<file path="config.mk">
export PLATFORM = sky130hd
export DESIGN_NAME = common_regfile
export DESIGN_NICKNAME = d
export VERILOG_FILES = /design/src/hdl/regfile_pkg.sv /design/src/hdl/reg_bus_if.sv /design/src/hdl/reg_decode.sv /design/src/hdl/intr_ctrl_regs.sv /design/src/hdl/code_gen_regs.sv /design/src/hdl/read_mux.sv /design/src/hdl/common_regfile.sv
export VERILOG_INCLUDE_DIRS = /design/src /design/src/hdl
export SDC_FILE = /design/constraint.sdc
export NUM_CORES = 1
export LEC_CHECK = 0
export BUFFER_PORTS_ARGS = -buffer_cell sky130_fd_sc_hd__buf_2
export CAP_MARGIN = 20
export CORE_AREA = 2 2 207 209
export CTS_BUF_LIST = sky130_fd_sc_hd__clkbuf_8
export DETAILED_ROUTE_END_ITERATION = 10
export DIE_AREA = 0 0 209 211
export PLACE_DENSITY = 0.5
export SLEW_MARGIN = 20
export SYNTH_ARGS = -nofsm -noshare
export SYNTH_HDL_FRONTEND = slang
export SYNTH_SLANG_ARGS = --single-unit
</file>
<file path="constraint.sdc">
create_clock -name clk -period 5.83 [get_ports clk]
set_clock_uncertainty 0.15 [all_clocks]
set_input_delay 0.583 -clock clk [delete_from_list [all_inputs] [get_ports clk]]
set_output_delay 0.583 -clock clk [all_outputs]
set_load 0.02 [all_outputs]
</file>
<file path="src/hdl/regfile_cfg.svh">
`ifndef REGFILE_CFG_SVH
`define REGFILE_CFG_SVH

// Bus geometry.
`define REG_ADDR_WIDTH 16
`define REG_DATA_WIDTH 32

// Interrupt and sample counter block.
`define REG_INTR_CNTL_OFS       16'h0000
`define REG_INTR_PER_OFS        16'h0004
`define REG_INTR_DUR_OFS        16'h0008
`define REG_SMPL_CNTL_OFS       16'h000c
`define REG_SMPL_CNTH_OFS       16'h0010
`define REG_INTR_CNT_OFS        16'h0014

// Code generator block.
`define REG_CODE_RATE_OFS       16'h0040
`define REG_CODE_PHASE_INIT_OFS 16'h0044
`define REG_CHIP_MAX_OFS        16'h0048
`define REG_CHIP_SYMB_INIT_OFS  16'h004c
`define REG_EPOCH_TOW_INIT_OFS  16'h0050
`define REG_EPOCH_SYMB_MAX_OFS  16'h0054
`define REG_CODE_PHASE_OFS      16'h0058
`define REG_CHIP_SYMB_OFS       16'h005c
`define REG_EPOCH_TOW_OFS       16'h0060

// Field widths.
`define INTR_PERIOD_WIDTH   32
`define INTR_DURATION_WIDTH 16
`define CHIP_WIDTH          24
`define EPOCH_WIDTH         10
`define TOW_WIDTH           20
`define SYMB_WIDTH          5

`define CHANNELS   8'd12
`define REGFILE_ID 8'hab

`endif

</file>
<file path="src/hdl/regfile_pkg.sv">
`include "regfile_cfg.svh"

package regfile_pkg;

    typedef enum logic [4:0] {
        SEL_INTR_CNTL,
        SEL_INTR_PER,
        SEL_INTR_DUR,
        SEL_SMPL_CNTL,
        SEL_SMPL_CNTH,
        SEL_INTR_CNT,
        SEL_CODE_RATE,
        SEL_CODE_PHASE_INIT,
        SEL_CHIP_MAX,
        SEL_CHIP_SYMB_INIT,
        SEL_EPOCH_TOW_INIT,
        SEL_EPOCH_SYMB_MAX,
        SEL_CODE_PHASE,
        SEL_CHIP_SYMB,
        SEL_EPOCH_TOW,
        SEL_NONE
    } reg_sel_t;

    typedef logic [`REG_DATA_WIDTH-1:0] reg_word_t;
    typedef logic [`CHIP_WIDTH-1:0]     chip_t;
    typedef logic [`EPOCH_WIDTH-1:0]    epoch_t;
    typedef logic [`TOW_WIDTH-1:0]      tow_t;
    typedef logic [`SYMB_WIDTH-1:0]     symb_t;

    typedef struct packed {
        logic [3:0]                       cntl;
        logic                             clksource;
        logic [2:0]                       extclk;
        logic [`INTR_PERIOD_WIDTH-1:0]    per;
        logic [`INTR_DURATION_WIDTH-1:0]  dur;
    } intr_view_t;

    typedef struct packed {
        chip_t  chip_max;
        epoch_t epoch_max;
        symb_t  symb_max;
    } code_view_t;

endpackage

</file>
<file path="src/hdl/reg_bus_if.sv">
interface reg_bus_if;

    logic                 wr;   // Write to a writable register.
    logic                 rd;
    regfile_pkg::reg_sel_t  sel;
    regfile_pkg::reg_word_t wdata;

    modport decode (
        output wr, rd, sel, wdata
    );

    modport bank (
        input wr, sel, wdata
    );

    modport readback (
        input rd, sel
    );

endinterface

</file>
<file path="src/hdl/reg_decode.sv">
`include "regfile_cfg.svh"

module reg_decode import regfile_pkg::*; (
    input  logic                       clk,
    input  logic                       reset_n,
    input  logic                       wr_en,
    input  logic                       rd_en,
    input  logic [`REG_ADDR_WIDTH-1:0] reg_addr,
    input  reg_word_t                  wdata,
    reg_bus_if.decode                  bus
);

    reg_sel_t sel;
    logic     writable;

    always_comb begin
        case (reg_addr)
            `REG_INTR_CNTL_OFS:       sel = SEL_INTR_CNTL;
            `REG_INTR_PER_OFS:        sel = SEL_INTR_PER;
            `REG_INTR_DUR_OFS:        sel = SEL_INTR_DUR;
            `REG_SMPL_CNTL_OFS:       sel = SEL_SMPL_CNTL;
            `REG_SMPL_CNTH_OFS:       sel = SEL_SMPL_CNTH;
            `REG_INTR_CNT_OFS:        sel = SEL_INTR_CNT;
            `REG_CODE_RATE_OFS:       sel = SEL_CODE_RATE;
            `REG_CODE_PHASE_INIT_OFS: sel = SEL_CODE_PHASE_INIT;
            `REG_CHIP_MAX_OFS:        sel = SEL_CHIP_MAX;
            `REG_CHIP_SYMB_INIT_OFS:  sel = SEL_CHIP_SYMB_INIT;
            `REG_EPOCH_TOW_INIT_OFS:  sel = SEL_EPOCH_TOW_INIT;
            `REG_EPOCH_SYMB_MAX_OFS:  sel = SEL_EPOCH_SYMB_MAX;
            `REG_CODE_PHASE_OFS:      sel = SEL_CODE_PHASE;
            `REG_CHIP_SYMB_OFS:       sel = SEL_CHIP_SYMB;
            `REG_EPOCH_TOW_OFS:       sel = SEL_EPOCH_TOW;
            default:                  sel = SEL_NONE;
        endcase
    end

    // Status words ignore writes.
    assign writable = (sel inside {SEL_INTR_CNTL, SEL_INTR_PER, SEL_INTR_DUR,
                                   SEL_CODE_RATE, SEL_CODE_PHASE_INIT, SEL_CHIP_MAX,
                                   SEL_CHIP_SYMB_INIT, SEL_EPOCH_TOW_INIT,
                                   SEL_EPOCH_SYMB_MAX});

    assign bus.wr    = wr_en & writable;
    assign bus.rd    = rd_en;
    assign bus.sel   = sel;
    assign bus.wdata = wdata;

    // The processor issues one access per cycle.
    a_no_wr_rd_overlap: assert property (
        @(posedge clk) disable iff (!reset_n) !(wr_en && rd_en)
    );

endmodule

</file>
<file path="src/hdl/intr_ctrl_regs.sv">
`include "regfile_cfg.svh"

module intr_ctrl_regs import regfile_pkg::*; (
    input  logic                           clk,
    input  logic                           reset_n,
    reg_bus_if.bank                        bus,
    output intr_view_t                     view,
    output logic [3:0]                     intr_cntl,
    output logic                           clksource,
    output logic [2:0]                     extclk,
    output logic                           intr_cntl_we,
    output logic [`INTR_PERIOD_WIDTH-1:0]  intr_per,
    output logic [`INTR_DURATION_WIDTH-1:0] intr_dur,
    output logic                           prog_reset,
    output logic                           ser_reset
);

    logic intr_cntl_wr;
    logic intr_per_wr;
    logic intr_dur_wr;
    logic prog_pulse;

    assign intr_cntl_wr = bus.wr && (bus.sel == SEL_INTR_CNTL);
    assign intr_per_wr  = bus.wr && (bus.sel == SEL_INTR_PER);
    assign intr_dur_wr  = bus.wr && (bus.sel == SEL_INTR_DUR);

    always_ff @(posedge clk or negedge reset_n) begin
        if (!reset_n) begin
            intr_cntl    <= 4'b0100;
            intr_cntl_we <= 1'b0;
            prog_pulse   <= 1'b0;
            ser_reset    <= 1'b0;
        end else begin
            if (intr_cntl_wr) begin
                intr_cntl <= bus.wdata[3:0];
            end else begin
                intr_cntl <= {1'b0, intr_cntl[2:0]};  // Bit 3 self-clears.
            end
            intr_cntl_we <= intr_cntl_wr;
            prog_pulse   <= intr_cntl_wr & bus.wdata[8];
            ser_reset    <= intr_cntl_wr & bus.wdata[9];
        end
    end

    assign prog_reset = ~prog_pulse;  // Active low.

    always_ff @(posedge clk or negedge reset_n) begin
        if (!reset_n) begin
            clksource <= 1'b0;
            extclk    <= 3'b000;
            intr_per  <= '0;
            intr_dur  <= '0;
        end else begin
            if (intr_cntl_wr) begin
                clksource <= bus.wdata[4];
                extclk    <= bus.wdata[7:5];
            end
            if (intr_per_wr) begin
                intr_per <= bus.wdata[`INTR_PERIOD_WIDTH-1:0];
            end
            if (intr_dur_wr) begin
                intr_dur <= bus.wdata[`INTR_DURATION_WIDTH-1:0];
            end
        end
    end

    assign view = '{cntl: intr_cntl, clksource: clksource, extclk: extclk,
                    per: intr_per, dur: intr_dur};

    // Software resets are single-cycle pulses.
    a_prog_reset_pulse: assert property (
        @(posedge clk) disable iff (!reset_n) !prog_reset |=> prog_reset
    );

    a_ser_reset_pulse: assert property (
        @(posedge clk) disable iff (!reset_n) ser_reset |=> !ser_reset
    );

endmodule

</file>
<file path="src/hdl/code_gen_regs.sv">
module code_gen_regs import regfile_pkg::*; (
    input  logic       clk,
    input  logic       reset_n,
    reg_bus_if.bank    bus,
    output code_view_t view,
    output reg_word_t  code_rate,
    output reg_word_t  code_phase_init,
    output chip_t      chip_counter_init,
    output symb_t      symb_counter_init,
    output epoch_t     epoch_counter_init,
    output tow_t       tow_counter_init,
    output chip_t      chip_max,
    output epoch_t     epoch_max,
    output symb_t      symb_max,
    output logic       code_phase_init_wr,
    output logic       chip_and_symb_init_wr,
    output logic       epoch_and_tow_init_wr
);

    logic code_rate_wr;
    logic code_phase_wr;
    logic chip_symb_wr;
    logic epoch_tow_wr;
    logic chip_max_wr;
    logic epoch_symb_max_wr;

    assign code_rate_wr      = bus.wr && (bus.sel == SEL_CODE_RATE);
    assign code_phase_wr     = bus.wr && (bus.sel == SEL_CODE_PHASE_INIT);
    assign chip_symb_wr      = bus.wr && (bus.sel == SEL_CHIP_SYMB_INIT);
    assign epoch_tow_wr      = bus.wr && (bus.sel == SEL_EPOCH_TOW_INIT);
    assign chip_max_wr       = bus.wr && (bus.sel == SEL_CHIP_MAX);
    assign epoch_symb_max_wr = bus.wr && (bus.sel == SEL_EPOCH_SYMB_MAX);

    always_ff @(posedge clk or negedge reset_n) begin
        if (!reset_n) begin
            code_rate          <= '0;
            code_phase_init    <= '0;
            chip_counter_init  <= '0;
            symb_counter_init  <= '0;
            epoch_counter_init <= '0;
            tow_counter_init   <= '0;
            chip_max           <= '0;
            epoch_max          <= '0;
            symb_max           <= '0;
        end else begin
            if (code_rate_wr) begin
                code_rate <= bus.wdata;
            end
            if (code_phase_wr) begin
                code_phase_init <= bus.wdata;
            end
            if (chip_symb_wr) begin
                chip_counter_init <= bus.wdata[23:0];
                symb_counter_init <= bus.wdata[28:24];
            end
            if (epoch_tow_wr) begin
                epoch_counter_init <= bus.wdata[9:0];
                tow_counter_init   <= bus.wdata[29:10];
            end
            if (chip_max_wr) begin
                chip_max <= bus.wdata[23:0];
            end
            if (epoch_symb_max_wr) begin
                epoch_max <= bus.wdata[9:0];
                symb_max  <= bus.wdata[14:10];
            end
        end
    end

    // Strobes line up with the new init values.
    always_ff @(posedge clk or negedge reset_n) begin
        if (!reset_n) begin
            code_phase_init_wr    <= 1'b0;
            chip_and_symb_init_wr <= 1'b0;
            epoch_and_tow_init_wr <= 1'b0;
        end else begin
            code_phase_init_wr    <= code_phase_wr;
            chip_and_symb_init_wr <= chip_symb_wr;
            epoch_and_tow_init_wr <= epoch_tow_wr;
        end
    end

    assign view = '{chip_max: chip_max, epoch_max: epoch_max, symb_max: symb_max};

    a_init_strobe_onehot: assert property (
        @(posedge clk) disable iff (!reset_n)
        $onehot0({code_phase_init_wr, chip_and_symb_init_wr, epoch_and_tow_init_wr})
    );

endmodule

</file>
<file path="src/hdl/read_mux.sv">
`include "regfile_cfg.svh"

module read_mux import regfile_pkg::*; (
    reg_bus_if.readback bus,
    input  intr_view_t  intr,
    input  code_view_t  code,
    input  reg_word_t   smpl_cntl,
    input  reg_word_t   smpl_cnth,
    input  reg_word_t   intr_cnt,
    input  reg_word_t   code_rate_int,
    input  reg_word_t   code_phase_int,
    input  chip_t       chip_int,
    input  symb_t       symb_int,
    input  epoch_t      epoch_int,
    input  tow_t        tow_int,
    output reg_word_t   rdata
);

    always_comb begin
        rdata = '0;
        if (bus.rd) begin
            case (bus.sel)
                SEL_INTR_CNTL: begin
                    rdata = {`REGFILE_ID, `CHANNELS, 8'h00, intr.extclk,
                             intr.clksource, 1'b0, intr.cntl[2:0]};
                end
                SEL_INTR_PER: begin
                    rdata = reg_word_t'(intr.per);
                end
                SEL_INTR_DUR: begin
                    rdata = reg_word_t'(intr.dur);
                end
                SEL_SMPL_CNTL: begin
                    rdata = smpl_cntl;
                end
                SEL_SMPL_CNTH: begin
                    rdata = smpl_cnth;
                end
                SEL_INTR_CNT: begin
                    rdata = intr_cnt;
                end
                SEL_CODE_RATE: begin
                    rdata = code_rate_int;  // Live rate, not the written one.
                end
                SEL_CHIP_MAX: begin
                    rdata = reg_word_t'(code.chip_max);
                end
                SEL_EPOCH_SYMB_MAX: begin
                    rdata = reg_word_t'({code.symb_max, code.epoch_max});
                end
                SEL_CODE_PHASE: begin
                    rdata = code_phase_int;
                end
                SEL_CHIP_SYMB: begin
                    rdata = reg_word_t'({symb_int, chip_int});
                end
                SEL_EPOCH_TOW: begin
                    rdata = reg_word_t'({tow_int, epoch_int});
                end
                default: begin
                    rdata = '0;  // Init words and unmapped.
                end
            endcase
        end
    end

endmodule

</file>
<file path="src/hdl/common_regfile.sv">
`include "regfile_cfg.svh"

module common_regfile import regfile_pkg::*; (
    input  logic                            clk,
    input  logic                            reset_n,
    input  logic                            wr_en,
    input  logic                            rd_en,
    input  logic [`REG_ADDR_WIDTH-1:0]      reg_addr,
    input  reg_word_t                       wdata,
    output reg_word_t                       rdata,
    input  reg_word_t                       smpl_cntl,
    input  reg_word_t                       smpl_cnth,
    input  reg_word_t                       intr_cnt,
    input  reg_word_t                       code_rate_int,
    input  reg_word_t                       code_phase_int,
    input  chip_t                           chip_int,
    input  symb_t                           symb_int,
    input  epoch_t                          epoch_int,
    input  tow_t                            tow_int,
    output logic [3:0]                      intr_cntl,
    output logic                            clksource,
    output logic [2:0]                      extclk,
    output logic                            intr_cntl_we,
    output logic [`INTR_PERIOD_WIDTH-1:0]   intr_per,
    output logic [`INTR_DURATION_WIDTH-1:0] intr_dur,
    output logic                            prog_reset,
    output logic                            ser_reset,
    output logic                            code_phase_init_wr,
    output logic                            chip_and_symb_init_wr,
    output logic                            epoch_and_tow_init_wr,
    output reg_word_t                       code_rate,
    output reg_word_t                       code_phase_init,
    output chip_t                           chip_counter_init,
    output chip_t                           chip_max,
    output epoch_t                          epoch_counter_init,
    output epoch_t                          epoch_max,
    output tow_t                            tow_counter_init,
    output symb_t                           symb_counter_init,
    output symb_t                           symb_max
);

    intr_view_t intr_view;
    code_view_t code_view;

    reg_bus_if bus ();

    reg_decode u_decode (
        .clk      (clk),
        .reset_n  (reset_n),
        .wr_en    (wr_en),
        .rd_en    (rd_en),
        .reg_addr (reg_addr),
        .wdata    (wdata),
        .bus      (bus.decode)
    );

    intr_ctrl_regs u_intr (
        .clk          (clk),
        .reset_n      (reset_n),
        .bus          (bus.bank),
        .view         (intr_view),
        .intr_cntl    (intr_cntl),
        .clksource    (clksource),
        .extclk       (extclk),
        .intr_cntl_we (intr_cntl_we),
        .intr_per     (intr_per),
        .intr_dur     (intr_dur),
        .prog_reset   (prog_reset),
        .ser_reset    (ser_reset)
    );

    code_gen_regs u_code (
        .clk                   (clk),
        .reset_n               (reset_n),
        .bus                   (bus.bank),
        .view                  (code_view),
        .code_rate             (code_rate),
        .code_phase_init       (code_phase_init),
        .chip_counter_init     (chip_counter_init),
        .symb_counter_init     (symb_counter_init),
        .epoch_counter_init    (epoch_counter_init),
        .tow_counter_init      (tow_counter_init),
        .chip_max              (chip_max),
        .epoch_max             (epoch_max),
        .symb_max              (symb_max),
        .code_phase_init_wr    (code_phase_init_wr),
        .chip_and_symb_init_wr (chip_and_symb_init_wr),
        .epoch_and_tow_init_wr (epoch_and_tow_init_wr)
    );

    read_mux u_rmux (
        .bus            (bus.readback),
        .intr           (intr_view),
        .code           (code_view),
        .smpl_cntl      (smpl_cntl),
        .smpl_cnth      (smpl_cnth),
        .intr_cnt       (intr_cnt),
        .code_rate_int  (code_rate_int),
        .code_phase_int (code_phase_int),
        .chip_int       (chip_int),
        .symb_int       (symb_int),
        .epoch_int      (epoch_int),
        .tow_int        (tow_int),
        .rdata          (rdata)
    );

endmodule

</file>
==> results.yml, run 1 <==
drt:
  ant_nets: 0
  remaining_drc_errors: 0
  vias: 11106
  drt-initial-drc-count: 913
  firstDrtPassIters: 7
  wl_per_cell_um: 26.51
  wirelength_um: 56930
  viasPerCell: 5.170
timing:
  drv_slew: 0
  max_freq_mhz: 207.6
  relSlewSlack: 0.3108
  setup_viol: 0
  hold_violations: 0
  whs_ns: 0.07713
  tightestPinTransition_ns: 1.029
  final.min_clock_period_ns: 4.818
  rsz0062_at_grt: "no"
  tns_ns: 0
  fin_crit_sh: 0.8264
synth:
  syn-cell-area_um2: 10910
  yosys_warnings: 0
  avgSynthCellArea_um2: 10.39
  synth_edf_count: 0
  synthArstFlopShare: 1.000
  syn_nets: 1321
  ys_ff_latch: 224
  yosysSeqAreaShare: 0.5141
  synthCells: 1050
  ys.flop_type: "dfrtp_1"
  synth.distinct_cells: 60
die:
  fp-row-count: 75
  die_h_um: 211
  core_region_area_um2: 41760
  io_pins: 527
  die_x_um: 209
  die_area_um2: 44100
  start_util: 0.2612
worst_setup_path:
  cp_num_cells: 9
  crit_path_frequent_cell: "buf_2"
  path_buf_inv: 3
  crit_path_max_incr_delay_ns: 0.86
  crit_path_start_kind: "input port"
  cp_max_fo: 20
  end_kind: "output pin"
  crit_chain: "buf_2 > nor4_1 > nand3_2 > nor2_1 > buf_4 > and3_4 > a222oi_1 > a31oi_1 > buf_2"
  cp.arrival_ns: 4.08
  r2r-start: "u_intr.intr_per[30]$_DFFE_PN0P_"
  r2r_end: "u_intr.intr_per[30]$_DFFE_PN0P_"
  rr_worst_depth: 1
  critPathLaunch: "reg_addr[5]"
  reg2reg_slack_ns: 4.81
  path_delay_family: "simple AND/OR/NAND/NOR gates"
  cp-endpoint: "rdata[22]"
  cp_slowest_cell: "nor4_1"
  cp.required_ns: 5.10
  crit_type: "in -> out"
clocking:
  cts_root_buf: "clkbuf_8"
  h-tree-depth: 2
  cts_buffers: 42
  insertion_delay_ns: 0.57
  clkSinkCount: 224
  cts_tree: "done"
  ctsHoldBuffers: 1
  post_cts_resized: 0
  cts_buffer_depth: 3
  path_clk_slew_ns: 0.06
  cts_setup_buffers: 0
placement:
  dp_hpwl_um: 42090
  port_buffers: 526
  gp_congestion: 0.9041
  dp.cells: 2068
run:
  maxCapViolCount: 0
global_routing:
  grt_use_met2: 0.4069
  grt_use_total: 0.2527
  grtUsageMet1: 0.3339
  antenna_found_initial: 7
  met3_usage: 0.06512
  gr-max-usage-layer: "met2"
  grt_pass1_vias: 11189
  overflow: 0
  grt_max_degree: 138
  grt_pass1_wl_um: 80210
finish:
  final_nets: 1846
  final_common_cell: "buf_2"
  fin_cells: 2148
  syn_to_final_growth_pct: 39.19
  final_core_util: 0.3635
  layout_common_cells: "525 x buf_2, 336 x nand2_1, 223 x dfrtp_1, 87 x mux2_2, 54 x clkbuf_8"
  drive_above_1_share: 0.4826
worst_hold_path:
  hold_path.class: "in -> reg"
power:
  ir_drop_uv: 120.0
  p_leak_nw: 8.571
  powerDensity_nw_per_um2: 220.3
outcome:
  status: "finished clean"
## layout make-up
| class | instances | area (um^2) |
|---|---|---|
| diodes | 3 | 7.507 |
| multi-input cells | 742 | 5046 |
| flip-flops and latches | 224 | 5607 |
| clock buffers | 54 | 743.2 |
| inverters | 4 | 15.01 |
| clock inverters | 21 | 120.1 |
| well taps | 539 | 674.4 |
| repair buffers | 561 | 2968 |
| fillers | 4346 | 26580 |
## through the flow
step                      cell area (um^2)  setup WS (ns)  total power [mW]
after floorplan                      10910          2.018             1.621
after global placement               14230          1.154             1.788
after detailed placement             14270          1.064             1.788
after CTS                            15140          1.070             3.385
after global routing                 15170         0.7494             3.478
final                                15180          1.012             3.344
## synthesized netlist by cell type (2+ instances only)
cell,instances,area share
nor4_1,7,0.0040
or4_1,4,0.0028
inv_1,4,0.0014
a221o_1,7,0.0064
o21ai_0,8,0.0037
or4b_1,2,0.0018
o2bb2ai_1,2,0.0016
and2_1,2,0.0011
nor4_2,2,0.0023
and3_1,5,0.0029
nand2_1,336,0.12
a21o_1,4,0.0028
nand4_1,3,0.0017
a2111oi_0,2,0.0016
a21boi_0,2,0.0014
nor2_1,15,0.0052
a31oi_1,21,0.012
nand3_1,10,0.0046
clkbuf_1,61,0.021
nand3b_1,4,0.0028
buf_2,12,0.0055
o211a_1,3,0.0028
dfrtp_1,223,0.51
a222oi_1,28,0.026
a221oi_1,25,0.020
o41ai_1,2,0.0016
buf_6,5,0.0052
mux2_4,30,0.041
mux2_2,87,0.090
mux2i_1,7,0.0064
mux2_1,12,0.012
nor4b_1,5,0.0040
a22o_1,12,0.0096
a22oi_1,43,0.030
nor3_1,6,0.0028
or4_4,3,0.0031
a21oi_1,23,0.011
## flip-flops by register name (all words and copies together) (netlist names), 3 cells and up
register / cells
u_code.code_phase_init: 32
u_code.code_rate: 32
u_intr.intr_per: 32
u_code.chip_counter_init: 24
u_code.chip_max: 24
u_code.tow_counter_init: 20
u_intr.intr_dur: 16
u_code.epoch_counter_init: 10
u_code.epoch_max: 10
u_code.symb_counter_init: 5
u_code.symb_max: 5
u_intr.intr_cntl: 4
u_intr.extclk: 3
## worst min path at each step
| stage | cells past startpoint | startpoint | to |
|---|---|---|---|
| final | 3 | wdata[30] | u_code.code_phase_init[30]$_DFFE_PN0P_ |
| after global routing | 3 | wdata[30] | u_code.code_phase_init[30]$_DFFE_PN0P_ |
| after CTS | 3 | wdata[30] | u_code.code_phase_init[30]$_DFFE_PN0P_ |
| after detailed placement | 2 | u_code.tow_counter_init[14]$_DFFE_PN0P_ | u_code.tow_counter_init[14]$_DFFE_PN0P_ |
| after global placement | 2 | u_code.epoch_counter_init[6]$_DFFE_PN0P_ | u_code.epoch_counter_init[6]$_DFFE_PN0P_ |
| after floorplan | 0 | reset_n | u_code.chip_and_symb_init_wr$_DFF_PN0_ |
## cell families (layout without fill, tap and decap cells)
logic type	count (synthesis)	after routing	synth area share
xor gates and xnor gates	1	1	0.0008032
buffers and inverters	84	640	0.03407
adders and majority gates	1	1	0.0009178
muxes	136	136	0.1499
and+or+nand+nor	416	416	0.1650
other	0	3	0
DFF	224	224	0.5141
AOI/OAI and AO/OA	188	188	0.1353
## metal layers
metal	vias to the layer above	share of wire	wire [um]
met5	-	0.00097	55
met4	8	0.026	1467
met3	101	0.085	4864
met2	582	0.47	26660
met1	5579	0.42	23890
li1	4836	-	-
## report_power, final
| part | internal [mW] | leakage, nW | switching (mW) |
|---|---|---|---|
| sequential | 1.56 | 3.13 | 0.000216 |
| combinational | 0.0789 | 4.95 | 0.127 |
| clock | 0.875 | 0.490 | 0.707 |
| total | 2.51 | 8.57 | 0.835 |
Power figures use the tool's default switching activity.
==> inputs of run 2 (changes only) <==
==> constraint.sdc (replaced) <==
create_clock -name clk -period 4.7 [get_ports clk]
set_clock_uncertainty 0.15 [all_clocks]
set_input_delay 0.47 -clock clk [delete_from_list [all_inputs] [get_ports clk]]
set_output_delay 0.47 -clock clk [all_outputs]
set_load 0.02 [all_outputs]
==> run 2 against run 1 <==
  * Routed wire length is 1.0% lower
  * Final cell count is 1.2% higher
  * Flip-flop and latch count stayed put
  * Highest routed layer unchanged
  * Utilization is 0.48 points higher
  * Non-clock buffer count is 30 higher
  * Critical endpoint is now rdata[15]
  * Sequential share of layout area is 0.48 points lower
  * Largest power group is now sequential cells
==> results.yml, run 2 (same netlist as run 1, synthesis figures left out) <==
drt:
  vias: 11187
  wirelength_um: 56360
  firstDrtPassIters: 10
  wl_per_cell_um: 25.94
  viasPerCell: 5.148
  remaining_drc_errors: 0
  ant_nets: 0
  drt-initial-drc-count: 919
timing:
  relSlewSlack: 0.1899
  fin_crit_sh: 0.8973
  rsz0062_at_grt: "no"
  setup_viol: 0
  fin_ws_ns: 0.4827
  tightestPinTransition_ns: 1.198
  drv_slew: 0
  tns_ns: 0
  max_freq_mhz: 237.1
  whs_ns: 0.04707
  hold_violations: 0
  final.min_clock_period_ns: 4.217
worst_setup_path:
  cp.arrival_ns: 3.60
  cp.required_ns: 4.08
  cp_max_fo: 9
  crit_type: "in -> out"
  crit_path_start_kind: "input port"
  end_kind: "output pin"
clocking:
  clkSinkCount: 224
  cts_buffer_depth: 3
  path_clk_slew_ns: 0.06
  cts_setup_buffers: 0
  cts_buffers: 42
  cts_tree: "done"
  h-tree-depth: 2
  post_cts_resized: 0
  cts_root_buf: "clkbuf_8"
  insertion_delay_ns: 0.56
  ctsHoldBuffers: 18
power:
  ir_drop_uv: 151.8
  powerDensity_nw_per_um2: 266.1
  p_leak_nw: 8.678
placement:
  gp_congestion: 0.9186
  dp_hpwl_um: 42090
  pre_cts_ws_ns: 0.5664
  port_buffers: 526
  dp.cells: 2082
die:
  fp-row-count: 75
  core_region_area_um2: 41760
  die_x_um: 209
  die_area_um2: 44100
  die_h_um: 211
  io_pins: 527
  start_util: 0.2612
finish:
  final_core_util: 0.3683
  final.fill_count: 4306
  drive_above_1_share: 0.4776
  layout_common_cells: "525 x buf_2, 336 x nand2_1, 223 x dfrtp_1, 87 x mux2_2, 48 x clkbuf_8"
  syn_to_final_growth_pct: 41.01
  reg.largest.list: "u_code.code_phase_init (32), u_code.code_rate (32), u_intr.intr_per (32)"
  fin_cells: 2173
  final_nets: 1876
  final_common_cell: "buf_2"
outcome:
  status: "finished clean"
run:
  maxCapViolCount: 0
global_routing:
  grt_pass1_vias: 11117
  grt_use_total: 0.2494
  overflow: 0
  grt_max_degree: 102
  antenna_found_initial: 5
  grt_pass1_wl_um: 79460
worst_hold_path:
  hold_path.class: "in -> reg"
## run 2: critical path, cell delays in order
cell and delay [ns]:
buf_2 0.11, or4_4 0.58, nor2_2 0.33, a31oi_1 0.38, nor4_2 1.06, a221o_1 0.30, a21oi_1 0.04, a31oi_1 0.13
buf_2 0.19
## run 2: path summary, 6_finish.rpt
kind,start,slack [ns],cells after the start,end
max reg2reg,u_intr.intr_per[6]$_DFFE_PN0P_,3.69,1,u_intr.intr_per[6]$_DFFE_PN0P_
min in group asynchronous,reset_n,0.37,2,u_code.code_rate[2]$_DFFE_PN0P_
max in group asynchronous,reset_n,2.94,3,u_code.code_rate[26]$_DFFE_PN0P_
max,reg_addr[13],0.48,9,rdata[15]
min,wdata[19],0.05,3,u_code.tow_counter_init[9]$_DFFE_PN0P_
min reg2reg,u_code.tow_counter_init[11]$_DFFE_PN0P_,0.31,2,u_code.tow_counter_init[11]$_DFFE_PN0P_
## run 2: final cells by class
| type | instances | area, um^2 | share of cell area |
|---|---|---|---|
| diodes | 1 | 2.502 | 0.0001627 |
| clock buffers | 48 | 660.6 | 0.04295 |
| clock inverters | 24 | 155.1 | 0.01009 |
| inverters | 4 | 15.01 | 0.0009762 |
| multi-input cells | 742 | 5044 | 0.3279 |
| flip-flops and latches | 224 | 5607 | 0.3645 |
| well taps | 539 | 674.4 | 0.04385 |
| repair buffers | 591 | 3222 | 0.2095 |
## run 2: layer usage
| metal | up-vias | global-route usage | routed length [um] |
|---|---|---|---|
| met4 | 6 | 0.07635 | 1241 |
| met3 | 71 | 0.05100 | 3839 |
| met1 | 5644 | 0.3469 | 25140 |
| met5 | - | 0 | 34 |
| met2 | 563 | 0.3908 | 26100 |
| li1 | 4903 | - | - |
## run 2: stage by stage
stage	total power, mW	instance area, um^2
global placement	2.223	14380
floorplan	2.011	10910
CTS	4.150	15380
global route	4.265	15380
detailed placement	2.221	14380
finish	4.092	15380
## run 2: report_power, final
group / switching, mW / leakage, nW / internal [mW] / total [mW]
Combinational: 0.161 / 5.08 / 0.108 / 0.269
Clock: 0.855 / 0.475 / 1.04 / 1.89
Sequential: 0.000268 / 3.13 / 1.93 / 1.93
Total: 1.02 / 8.68 / 3.08 / 4.09
